File: src/rtl/mulTypesPkg.sv
// multiply unit data types
// widths, step counts and the multiplier state encoding

package mulTypesPkg;

	// ========================================================================
	// datapath widths
	// ========================================================================

	// one register word
	localparam int dataWidth = 64;
	// full product, two words
	localparam int prodWidth = 2 * dataWidth;
	// destination register number
	localparam int regAddrWidth = 5;

	// ========================================================================
	// iterative multiplier steps
	// ========================================================================

	// multiplier bits consumed per step, a quarter word
	localparam int stepBits = dataWidth / 4;
	// steps needed to consume the whole multiplier
	localparam int stepCount = dataWidth / stepBits;
	// step counter has to hold stepCount itself
	localparam int stepCntWidth = $clog2(stepCount + 1);

	// multiplier FSM states
	typedef enum logic [2:0] {
		mult = 3'd3,
		idle = 3'd4,
		done = 3'd5
	} mulState;

endpackage

File: src/rtl/mulOpcodesPkg.sv
// multiply instruction encoding
// field positions and the opcodes handled by the multiply unit

package mulOpcodesPkg;

	// instruction word
	localparam int instrWidth = 32;

	// opcode in bits 6..0
	localparam int opcodeLsb = 0;
	localparam int opcodeWidth = 7;

	// destination register in bits 11..7
	// width comes from the register number width
	localparam int rdLsb = 7;

	// immediate in bits 31..12
	localparam int immLsb = 12;
	localparam int immWidth = 20;

	// register forms, low and high halves
	localparam logic [opcodeWidth-1:0] opMul = 7'h30;
	localparam logic [opcodeWidth-1:0] opMulu = 7'h31;
	localparam logic [opcodeWidth-1:0] opMulh = 7'h32;
	localparam logic [opcodeWidth-1:0] opMulhu = 7'h33;

	// immediate forms, low half only
	localparam logic [opcodeWidth-1:0] opMuli = 7'h34;
	localparam logic [opcodeWidth-1:0] opMului = 7'h35;

endpackage

File: src/rtl/mulIssueIf.sv
// multiply issue bus
// one operation from decode to the multiplier, busy back to decode

`timescale 1ns/1ps

interface mulIssueIf import mulTypesPkg::*; ();

	// one cycle start pulse
	logic ld;
	// signed multiply
	logic sgn;
	// take the upper product half
	logic hiSel;
	// destination register
	logic [regAddrWidth-1:0] rd;
	// operands, immediate already folded into bOp
	logic [dataWidth-1:0] aOp;
	logic [dataWidth-1:0] bOp;
	// multiplier not idle
	logic busy;

	// decode side
	modport issuer (
		output ld, sgn, hiSel, rd, aOp, bOp,
		input busy
	);

	// multiplier side
	modport worker (
		input ld, sgn, aOp, bOp,
		output busy
	);

	// result stage only needs the writeback selectors
	// they hold while the operation is in flight
	modport observer (
		input hiSel, rd
	);

endinterface

File: src/rtl/mulDecode.sv
// multiply decode
// checks the opcode, picks the operands and issues a one cycle load

`timescale 1ns/1ps

module mulDecode import mulTypesPkg::*, mulOpcodesPkg::*; (
	input  logic                  clk,
	input  logic                  rst,
	input  logic                  instrValid,
	input  logic [instrWidth-1:0] instr,
	input  logic [dataWidth-1:0]  aData,
	input  logic [dataWidth-1:0]  bData,
	output logic                  illegal,
	mulIssueIf.issuer             issue
);

	// instruction fields
	logic [opcodeWidth-1:0] opcode;
	logic [regAddrWidth-1:0] rdField;
	logic [immWidth-1:0] immField;

	// immediate widened both ways
	logic [dataWidth-1:0] immSext;
	logic [dataWidth-1:0] immZext;

	// decoded controls
	logic legal;
	logic isSigned;
	logic isHigh;
	logic [dataWidth-1:0] bSel;

	// instruction taken this cycle
	logic accept;

	assign opcode = instr[opcodeLsb +: opcodeWidth];
	assign rdField = instr[rdLsb +: regAddrWidth];
	assign immField = instr[immLsb +: immWidth];

	assign immSext = {{(dataWidth - immWidth){immField[immWidth-1]}}, immField};
	assign immZext = {{(dataWidth - immWidth){1'b0}}, immField};

	// nothing is taken while an operation is pending or running
	// dropped strobes raise no illegal either
	assign accept = instrValid && !issue.busy && !issue.ld;

	// ========================================================================
	// opcode decode
	// ========================================================================

	always_comb begin
		legal = 1'b1;
		isSigned = 1'b0;
		isHigh = 1'b0;
		bSel = bData;
		case (opcode)
			opMul: isSigned = 1'b1;
			opMulu: ;
			opMulh: begin
				isSigned = 1'b1;
				isHigh = 1'b1;
			end
			opMulhu: isHigh = 1'b1;
			// immediate forms replace the second register
			opMuli: begin
				isSigned = 1'b1;
				bSel = immSext;
			end
			opMului: bSel = immZext;
			default: legal = 1'b0;
		endcase
	end

	// ========================================================================
	// issue registers
	// ========================================================================

	// strobes and selectors
	always_ff @(posedge clk) begin
		if (rst) begin
			issue.ld <= 1'b0;
			illegal <= 1'b0;
			issue.sgn <= 1'b0;
			issue.hiSel <= 1'b0;
			issue.rd <= '0;
		end else begin
			issue.ld <= accept && legal;
			illegal <= accept && !legal;
			// selectors only move on an issue so the result stage can read them late
			if (accept && legal) begin
				issue.sgn <= isSigned;
				issue.hiSel <= isHigh;
				issue.rd <= rdField;
			end
		end
	end

	// operand values
	always_ff @(posedge clk) begin
		if (accept && legal) begin
			issue.aOp <= aData;
			issue.bOp <= bSel;
		end
	end

endmodule

File: src/rtl/multiplier.sv
// iterative 64x64 multiplier
// signed or unsigned, 16 multiplier bits per step, four steps

`timescale 1ns/1ps

module multiplier import mulTypesPkg::*; (
	input  logic                 clk,
	input  logic                 rst,
	mulIssueIf.worker            issue,
	output logic [prodWidth-1:0] o,
	output logic                 done
);

	// width of one partial product, a word times one step of multiplier
	localparam int partWidth = dataWidth + stepBits;

	mulState state;
	logic [stepCntWidth-1:0] cnt;
	logic cntDone;

	// multiplier, shifted down as it is consumed
	logic [dataWidth-1:0] aa;
	// multiplicand
	logic [dataWidth-1:0] bb;
	// product sign
	logic so;
	// running product
	logic [prodWidth-1:0] prod;
	// one step result
	logic [partWidth-1:0] p1;

	assign cntDone = cnt == '0;

	// multiplicand times the low step of the multiplier
	// plus the upper word of the running product
	assign p1 = {{stepBits{1'b0}}, bb} * {{dataWidth{1'b0}}, aa[stepBits-1:0]}
		+ {{stepBits{1'b0}}, prod[prodWidth-1:dataWidth]};

	// done lasts the one cycle spent in the done state
	assign done = state == mulTypesPkg::done;
	assign issue.busy = state != idle;

	// ========================================================================
	// FSM
	// ========================================================================

	always_ff @(posedge clk) begin
		if (rst) begin
			state <= idle;
			cnt <= '0;
		end else begin
			case (state)
				idle: begin
					if (issue.ld) begin
						cnt <= stepCntWidth'(stepCount);
						state <= mult;
					end
				end
				mult: begin
					// one step per count, then one cycle to write o
					if (!cntDone) begin
						cnt <= cnt - stepCntWidth'(1);
					end else begin
						state <= mulTypesPkg::done;
					end
				end
				default: state <= idle;
			endcase
		end
	end

	// ========================================================================
	// datapath
	// ========================================================================

	always_ff @(posedge clk) begin
		case (state)
			idle: begin
				if (issue.ld) begin
					if (issue.sgn) begin
						// work on magnitudes, sign comes back at the end
						aa <= issue.aOp[dataWidth-1] ? -issue.aOp : issue.aOp;
						bb <= issue.bOp[dataWidth-1] ? -issue.bOp : issue.bOp;
						so <= issue.aOp[dataWidth-1] ^ issue.bOp[dataWidth-1];
					end else begin
						aa <= issue.aOp;
						bb <= issue.bOp;
						so <= 1'b0;
					end
					prod <= '0;
				end
			end
			mult: begin
				if (!cntDone) begin
					// consume one step of multiplier
					aa <= {{stepBits{1'b0}}, aa[dataWidth-1:stepBits]};
					// new upper part on top, old product slides down one step
					prod <= {p1, prod[dataWidth-1:stepBits]};
				end else begin
					// unsigned operations always have so low
					o <= so ? -prod : prod;
				end
			end
			default: ;
		endcase
	end

endmodule

File: src/rtl/mulResult.sv
// multiply result stage
// picks the product half and registers the writeback

`timescale 1ns/1ps

module mulResult import mulTypesPkg::*; (
	input  logic                    clk,
	input  logic                    rst,
	input  logic [prodWidth-1:0]    o,
	input  logic                    done,
	mulIssueIf.observer             issue,
	output logic                    resultValid,
	output logic [regAddrWidth-1:0] resultRd,
	output logic [dataWidth-1:0]    resultData
);

	// product half chosen by hiSel
	logic [dataWidth-1:0] halfSel;

	assign halfSel = issue.hiSel ? o[prodWidth-1:dataWidth] : o[dataWidth-1:0];

	// ========================================================================
	// writeback register
	// ========================================================================

	always_ff @(posedge clk) begin
		if (rst) begin
			resultValid <= 1'b0;
			resultRd <= '0;
			resultData <= '0;
		end else begin
			// done is a single cycle so this is a single cycle too
			resultValid <= done;
			// data and rd hold until the next result
			if (done) begin
				resultRd <= issue.rd;
				resultData <= halfSel;
			end
		end
	end

endmodule

File: src/rtl/mulUnit.sv
// multiply unit top level
// decode, iterative multiplier and result stage

`timescale 1ns/1ps

module mulUnit import mulTypesPkg::*, mulOpcodesPkg::*; (
	input  logic                    clk,
	input  logic                    rst,
	// instruction strobe and the register values read for it
	input  logic                    instrValid,
	input  logic [instrWidth-1:0]   instr,
	input  logic [dataWidth-1:0]    aData,
	input  logic [dataWidth-1:0]    bData,
	// unknown opcode seen
	output logic                    illegal,
	// instructions are dropped while this is high
	output logic                    busy,
	// writeback
	output logic                    resultValid,
	output logic [regAddrWidth-1:0] resultRd,
	output logic [dataWidth-1:0]    resultData
);

	// full product from the multiplier
	logic [prodWidth-1:0] prod;
	logic prodDone;

	// decode to multiplier and result stage
	mulIssueIf issueBus ();

	assign busy = issueBus.busy;

	// ========================================================================
	// pipeline
	// ========================================================================

	mulDecode iDecode (
		.clk        (clk),
		.rst        (rst),
		.instrValid (instrValid),
		.instr      (instr),
		.aData      (aData),
		.bData      (bData),
		.illegal    (illegal),
		.issue      (issueBus.issuer)
	);

	// ld one cycle after the strobe, done six cycles after ld
	multiplier iMultiplier (
		.clk   (clk),
		.rst   (rst),
		.issue (issueBus.worker),
		.o     (prod),
		.done  (prodDone)
	);

	mulResult iResult (
		.clk         (clk),
		.rst         (rst),
		.o           (prod),
		.done        (prodDone),
		.issue       (issueBus.observer),
		.resultValid (resultValid),
		.resultRd    (resultRd),
		.resultData  (resultData)
	);

endmodule

File: config.mk
export PLATFORM = sky130hd
export DESIGN_NAME = mulUnit
export DESIGN_NICKNAME = d
export VERILOG_FILES = /design/src/rtl/mulTypesPkg.sv /design/src/rtl/mulOpcodesPkg.sv /design/src/rtl/mulIssueIf.sv /design/src/rtl/mulDecode.sv /design/src/rtl/multiplier.sv /design/src/rtl/mulResult.sv /design/src/rtl/mulUnit.sv
export SDC_FILE = /design/constraint.sdc
export NUM_CORES = 2
export LEC_CHECK = 0
export BUFFER_PORTS_ARGS = -buffer_cell sky130_fd_sc_hd__buf_2
export CORE_ASPECT_RATIO = 2
export CORE_MARGIN = 1
export CORE_UTILIZATION = 58
export DETAILED_ROUTE_END_ITERATION = 10
export GPL_TIMING_DRIVEN = 0
export PLACE_DENSITY = 0.76
export SLEW_MARGIN = 25
export SYNTH_ARGS = -nofsm -noshare
export SYNTH_HDL_FRONTEND = slang
export SYNTH_SLANG_ARGS = --single-unit
File: constraint.sdc
create_clock -name clk -period 8.1 [get_ports clk]
set_input_delay 0.405 -clock clk [delete_from_list [all_inputs] [get_ports clk]]
set_output_delay 0.405 -clock clk [all_outputs]
set_load 0.02 [all_outputs]
-- After elaboration in Yosys (flattened, before gate mapping)
Index checks and enable logic that the tools add are counted.
- add/sub/neg operators: 5
- mux-type cells: 22
- eq/ne operators: 13
- bitwise operators: 1
- reduce and logical (&&, ||, !) cells: 16
- multipliers: 1
- operators by type and width (kind ; number):
    64-bit two-way mux ; 7
    128-bit two-way mux ; 3
    128-bit one-hot mux with 2 select lines ; 1
    64-bit one-hot mux with 2 select lines ; 2
    128-bit negator ; 1
    64-bit negator ; 2
    80-bit by 64-bit adder with 80-bit output ; 1
    64-bit by 16-bit multiplier with 80-bit output ; 1
    7-bit by 6-bit equality test with 1-bit output (second input constant) ; 6
    3-bit two-way mux ; 4
    3-bit one-hot mux with 2 select lines ; 2
    3-bit equality test (second input constant) ; 2
    2-bit AND reduction ; 3
    6-bit OR reduction ; 1
    1-bit logical AND ; 4
    2-bit != test (second input constant) ; 2
    3-bit by 2-bit equality test with 1-bit output (second input constant) ; 1
    1-bit zero test ; 3
    3-bit zero test ; 1
    1-bit two-way mux ; 3
    3-bit != test (second input constant) ; 1
    3-bit AND reduction ; 1
    3-bit OR reduction ; 1
    3-bit by 1-bit subtractor with 3-bit output (second input constant) ; 1
    other kinds (4) ; 4
- flip-flop bits (word level): 598
- bits of input ports: 163
- word-level logic and storage cells: 75

-- Depth between registers and ports, before layout
- depth in word-level cells: 5
- depth in mapped cells: 28
- gate-level depth less buffers: 25

-- By module
From an unflattened synthesis, not the netlist that was laid out.
- cell total of the unflattened synthesis: 6158
- area total of the unflattened synthesis: 60630.6 um^2
- modules (own cells, without submodules) (module ; area an instance (um^2) ; cells each ; times used ; sequential area each (um^2)):
    multiplier ; 52666.8 ; 5609 ; 1 ; 11681.2
    mulDecode ; 4923.5 ; 246 ; 1 ; 4023.9
    mulResult ; 3040.4 ; 303 ; 1 ; 1401.3

-- Worst setup path before layout
Ideal clock, no wire load.
- kind: reg-to-reg
- from: register iMultiplier.cnt[0]
- to: register iMultiplier.cnt[2]
- arrival time: 7.509 ns
- stages on the path, launching flop included: 10
- setup slack: 0.521 ns
- library setup time: 0.070 ns
- path buffers: 0
- data required time: 8.030 ns
- cells stage by stage: dfxtp_1 > inv_1 > ha_1 > nor2b_1 > and2_1 > or2_2 > inv_1 > nand2_1 > xor2_1 > a21oi_1
- cells in the longest elaborated chain, start to end: 3
- elaborated cells between the ends (all ways): 6
- those cells by class: add/sub (1); eq/ne (1); mux (2); reduce/logical (2)
- RTL lines (item ; RTL line ; source):
    start: declaration ; multiplier.sv:18 ; logic [stepCntWidth-1:0] cnt;
    start signal: assignment ; multiplier.sv:55 ; cnt <= stepCntWidth'(stepCount);
    start signal: assignment ; multiplier.sv:62 ; cnt <= cnt - stepCntWidth'(1);
    3-bit by 1-bit subtractor with 3-bit output / 3-bit zero test (equally long branches) ; multiplier.sv:62, multiplier.sv:32 ;
    3-bit two-way mux / 2-bit != test (equally long branches) ; -- ;
    3-bit one-hot mux with 2 select lines / 3-bit AND reduction (equally long branches) ; -- ;
Several ways; a longest one is shown, not always the timed one. The select of a mux whose other input is x is not followed.
A chain may end at the register's enable or synchronous reset.

-- Worst setup path in the final report
- from: register iMultiplier.bb[15]
- to: register iMultiplier.prod[109], data pin
- cells in the longest elaborated chain, start to end: 4
- RTL lines (item ; RTL line ; source):
    start: declaration ; multiplier.sv:24 ; logic [dataWidth-1:0] bb;
    start signal: assignment ; multiplier.sv:83 ; bb <= issue.bOp[dataWidth-1] ? -issue.bOp : issue.bOp;
    start signal: assignment ; multiplier.sv:87 ; bb <= issue.bOp;
    64-bit by 16-bit multiplier with 80-bit output ; multiplier.sv:36 ; assign p1 = {{stepBits{1'b0}}, bb} * {{dataWidth{1'b0}}, aa[stepBits-1:0]}
    80-bit by 64-bit adder with 80-bit output ; multiplier.sv:37 ; + {{stepBits{1'b0}}, prod[prodWidth-1:dataWidth]};
    128-bit two-way mux ; multiplier.sv:94 ; if (!cntDone) begin
    128-bit one-hot mux with 2 select lines ; multiplier.sv:77 ; case (state)
    end signal: assignment ; multiplier.sv:98 ; prod <= {p1, prod[dataWidth-1:stepBits]};
    end: declaration ; multiplier.sv:28 ; logic [prodWidth-1:0] prod;
No other way between the ends. The select of a mux whose other input is x is not followed.

==> implementation parameters <==
Parameter                              Value

Status
  Violated checks    negative setup slack
  Outcome    finished, violations left

Finish
  Area growth syn-to-layout    10.5%
  Filler-free cell count of the finished design    7892
  Summed area of non-filler cells in the final layout    66200 sq um
  Most frequent standard cell in the layout excluding fill and tap cells    inv_1
  Net count, final    7745
  Commonest non-fill, non-tap cells in the layout    inv_1, fa_1, nand2_1
  Layout fillers    8374
  Layout cells sized above 1    0.0863
  Final Core Density    0.647

Worst setup path
  Minimum setup slack among reg-to-reg paths    -0.02 ns
  Origin of the critical flop-to-flop path    iMultiplier.bb[15]
  Most common cell on crit path    fa_1
  Reg-to-reg endpoint    iMultiplier.prod[109]
  Max incr delay on CP    0.69 ns
  CP endpoint kind    flip-flop
  Critical Setup Path Class    reg2reg
  Crit path arrival time    8.52 ns
  Type of element launching the critical path    flip-flop
  Slowest cell on the critical path    edfxtp_1
  Worst reg-to-reg path cell count    23
  Endpoint required time on the critical path    8.50 ns
  Critical-path maximum fanout    10
  Worst path cell trace    clkbuf_2 -> nand2_1 -> fa_1 -> inv_1 -> fa_1 -> fa_1 -> fa_1 -> fa_1 -> inv_1 -> fa_1 -> inv_1 -> ha_1 -> and4_1 -> and4_1 -> nand4_1 -> a21oi_1 -> o21ai_2 -> a21oi_2 -> a31oi_2 -> nor2_1 -> nor2_1 -> xnor2_1 -> nor2_1
  Start point of the critical path    iMultiplier.bb[15]

Detailed routing
  Mean routed wirelength per cell    27.3 um
  Total Routed Length    216000 um
  Drt initial violations    3043
  Vias per std cell    5.91
  Antenna-violating nets left    0
  Residual DRC    0
  Via count    46.6k
  Number of search-and-repair iterations in the first detailed-routing pass    6

Logic synthesis
  Most common flop cell mapped by yosys    edfxtp_1
  Count of flip-flops with a built-in enable after synthesis    513
  Post-Syn Area per Cell    9.83 sq um
  Share of synthesized flip-flops with an asynchronous set or reset    0
  Post-Syn Instances    6103
  Area of the mapped netlist    60000 sq um
  Net count of the mapped netlist    7355
  Flop and latch count out of synthesis    598
  Library cells used by synthesis    67
  Warning count from the yosys run    0
  Part of the Yosys area used for sequential elements    0.285

Worst hold path
  Hold path startpoint    bData[32]
  Class of the worst hold path    in2reg
  Cell depth of the worst hold path    2
  End of the worst hold path    iDecode.issue.bOp[32]

STA
  Hold Fails Final Rpt    0
  Min cycle time layout    8.12 ns
  Slew margin rel.    0.165
  Final setup skew    0.0269 ns
  Worst hold-check slack    0.0163 ns
  Slew Limit Fails    0
  Number of setup violations in the final report    1
  Timing-limited maximum frequency    123 MHz
  Post-layout worst setup margin    -0.0227 ns
  Setup repair after global routing missed its margin    true
  Final Cycle Share    1.00
  Slew at the pin closest to its max-slew limit    1.25 ns

Floorplanning
  Initial cell density of the core    0.586
  Die height    457 um
  Number of ports placed on the die boundary    235
  Cell row count    166
  Die outline width    229 um
  CORE AREA    102000 sq um
  Area of the die    105000 sq um

Global routing
  Initial antenna violation count    12
  Leftover overflow at the end of global routing    0
  Global-route usage over all layers    0.423
  Number of global-route vias before repair    50.1k
  Largest net degree at the start of global routing    107
  First-pass GRT wire length    315000 um

CTS
  Clock transition at the registers of the reported paths    0.07 ns
  Maximum level of the CTS H-tree    2
  Skew-Pair Late Insertion Delay    0.67 ns
  Clock root buffer    clkbuf_16
  Number of clock sinks    598
  Maximum buffer depth of the clock tree    3
  TritonCTS clock tree    yes
  TritonCTS Buffers    53

Pwr
  Clock network power share    0.287
  Psw    3.13 mW
  Power share of the sequential group    0.378
  Leakage dissipation    29.3 nW
  Switching part of the total power    0.353
  Int Power    5.72 mW
  Maximum resistive drop on vdd    0.237 mV
  Power density over cell area    134 nW/um^2
  Fraction of power consumed by combinational cells    0.336

Placed design
  Instance area after placement    63000 sq um
  Place WS    -1.76 ns
  Gpl congestion    1.07
  Final HPWL from detailed placement    175000 um
  Cell count after placement    7689
  Number of input and output port buffers inserted    234

Flow run
  Maximum capacitance violations    0
-- cell type report --
type	instances	area, sq um	share of cell area
inverters	1185	4460	0.0674
well taps	1344	1680	0.0254
multi-input cells	4023	37500	0.566
diodes	14	35.0	0.000529
plain buffers	277	1210	0.0183
flip-flops and latches	598	17100	0.258
clock buffers	67	1460	0.0221
clock inverters	29	231	0.00349
repair buffers	355	2530	0.0383
-- synth_stat cells (all sizes together) (4+ instances only) --
master  instances  share of area
or3            40         0.0043
xor2           89          0.013
nor3b           9         0.0012
and3            8        0.00083
ha            159          0.033
or2            13         0.0014
or4            32         0.0043
nor2b          10         0.0010
fa            930           0.31
nand2         899          0.056
a21o           82          0.010
nand3b          5        0.00063
mux2           20         0.0038
o21ai         171          0.014
a211oi         71         0.0089
nand4          27         0.0032
inv          1185          0.074
clkbuf        288          0.018
xnor2         230          0.034
o31ai          54         0.0068
edfxtp        513           0.26
nor3           54         0.0049
a211o           4        0.00058
and4            6        0.00088
a21boi          5        0.00063
dfxtp          85          0.028
a31oi          16         0.0017
buf             9        0.00056
o21bai         21         0.0026
a21oi         174          0.015
o41ai          36         0.0055
and2          404          0.042
a41oi           5        0.00073
nand2b         22         0.0023
nand3          42         0.0035
o211ai          4        0.00050
mux2i          66          0.011
nor4           21         0.0022
nor2          267          0.017
-- worst max path at each step --
stage                                  endpoint  cells past startpoint
after global placement    iMultiplier.prod[114]                     24
after floorplan              iMultiplier.cnt[2]                      9
after CTS                 iMultiplier.prod[106]                     27
final                     iMultiplier.prod[109]                     23
after global routing      iMultiplier.prod[106]                     25
after detailed placement  iMultiplier.prod[127]                     26
-- flip-flops by register name, indices dropped and copies added (netlist names), 3 cells and up --
signal              flops
iResult.resultData     64
iDecode.issue.rd        5
iResult.resultRd        5
iDecode.issue.bOp      64
iMultiplier.prod      128
iMultiplier.aa         64
iMultiplier.state       3
iMultiplier.bb         64
iDecode.issue.aOp      64
iMultiplier.o         128
iMultiplier.cnt         3
-- power by group through the flow --
| stage | sequential, mW | clock [mW] | combinational, mW |
|---|---|---|---|
| 2_1_floorplan | 3.41 | 0 | 1.88 |
| 3_3_place_gp | 3.41 | 0 | 2.70 |
| 3_5_place_dp | 3.41 | 0 | 2.74 |
| 4_1_cts | 3.34 | 2.54 | 2.83 |
| 5_1_grt | 3.34 | 2.65 | 3.21 |
| 6_report | 3.34 | 2.54 | 2.97 |
-- what timing repair did --
action,CTS,global route
pin swaps,2,4
hold endpoints to repair,70,0
buffers inserted,35,8
endpoints found under the setup margin,45,23
resized for setup,92,107
hold buffers,70,0
-- metal layers --
metal,up-vias,part of all wire,global-route usage
li1,19800,-,-
met1,23100,0.29,0.386
met2,2611,0.50,0.738
met3,1145,0.077,0.0927
met4,8,0.13,0.451
met5,-,0.00029,0
-- per-stage QoR --
step                TNS [ns]  power, mW
finish               -0.0227       8.85
global route         -0.0947       9.21
CTS                        0       8.72
detailed placement    -40.60       6.15
global placement     -431.48       6.12
floorplan                  0       5.28
-- kinds of logic after synthesis --
| family | synth area share |
|---|---|
| and+or+nand+nor | 0.147 |
| buffers and inverters | 0.0928 |
| adders and majority gates | 0.344 |
| AOI/OAI and AO/OA | 0.0696 |
| DFF | 0.285 |
| xor gates and xnor gates | 0.0466 |
| muxes | 0.0148 |
-- critical path, delay by kind of cell (launching register included) --
| family | cells | cell delay (ns) |
|---|---|---|
| fa+ha+maj | 7 | 3.68 |
| simple gates | 7 | 1.28 |
| compound gates | 4 | 1.12 |
| flops | 1 | 0.69 |
| buf+inv | 4 | 0.58 |
| xor+xnor | 1 | 0.47 |
Power figures use the tool's default switching activity.
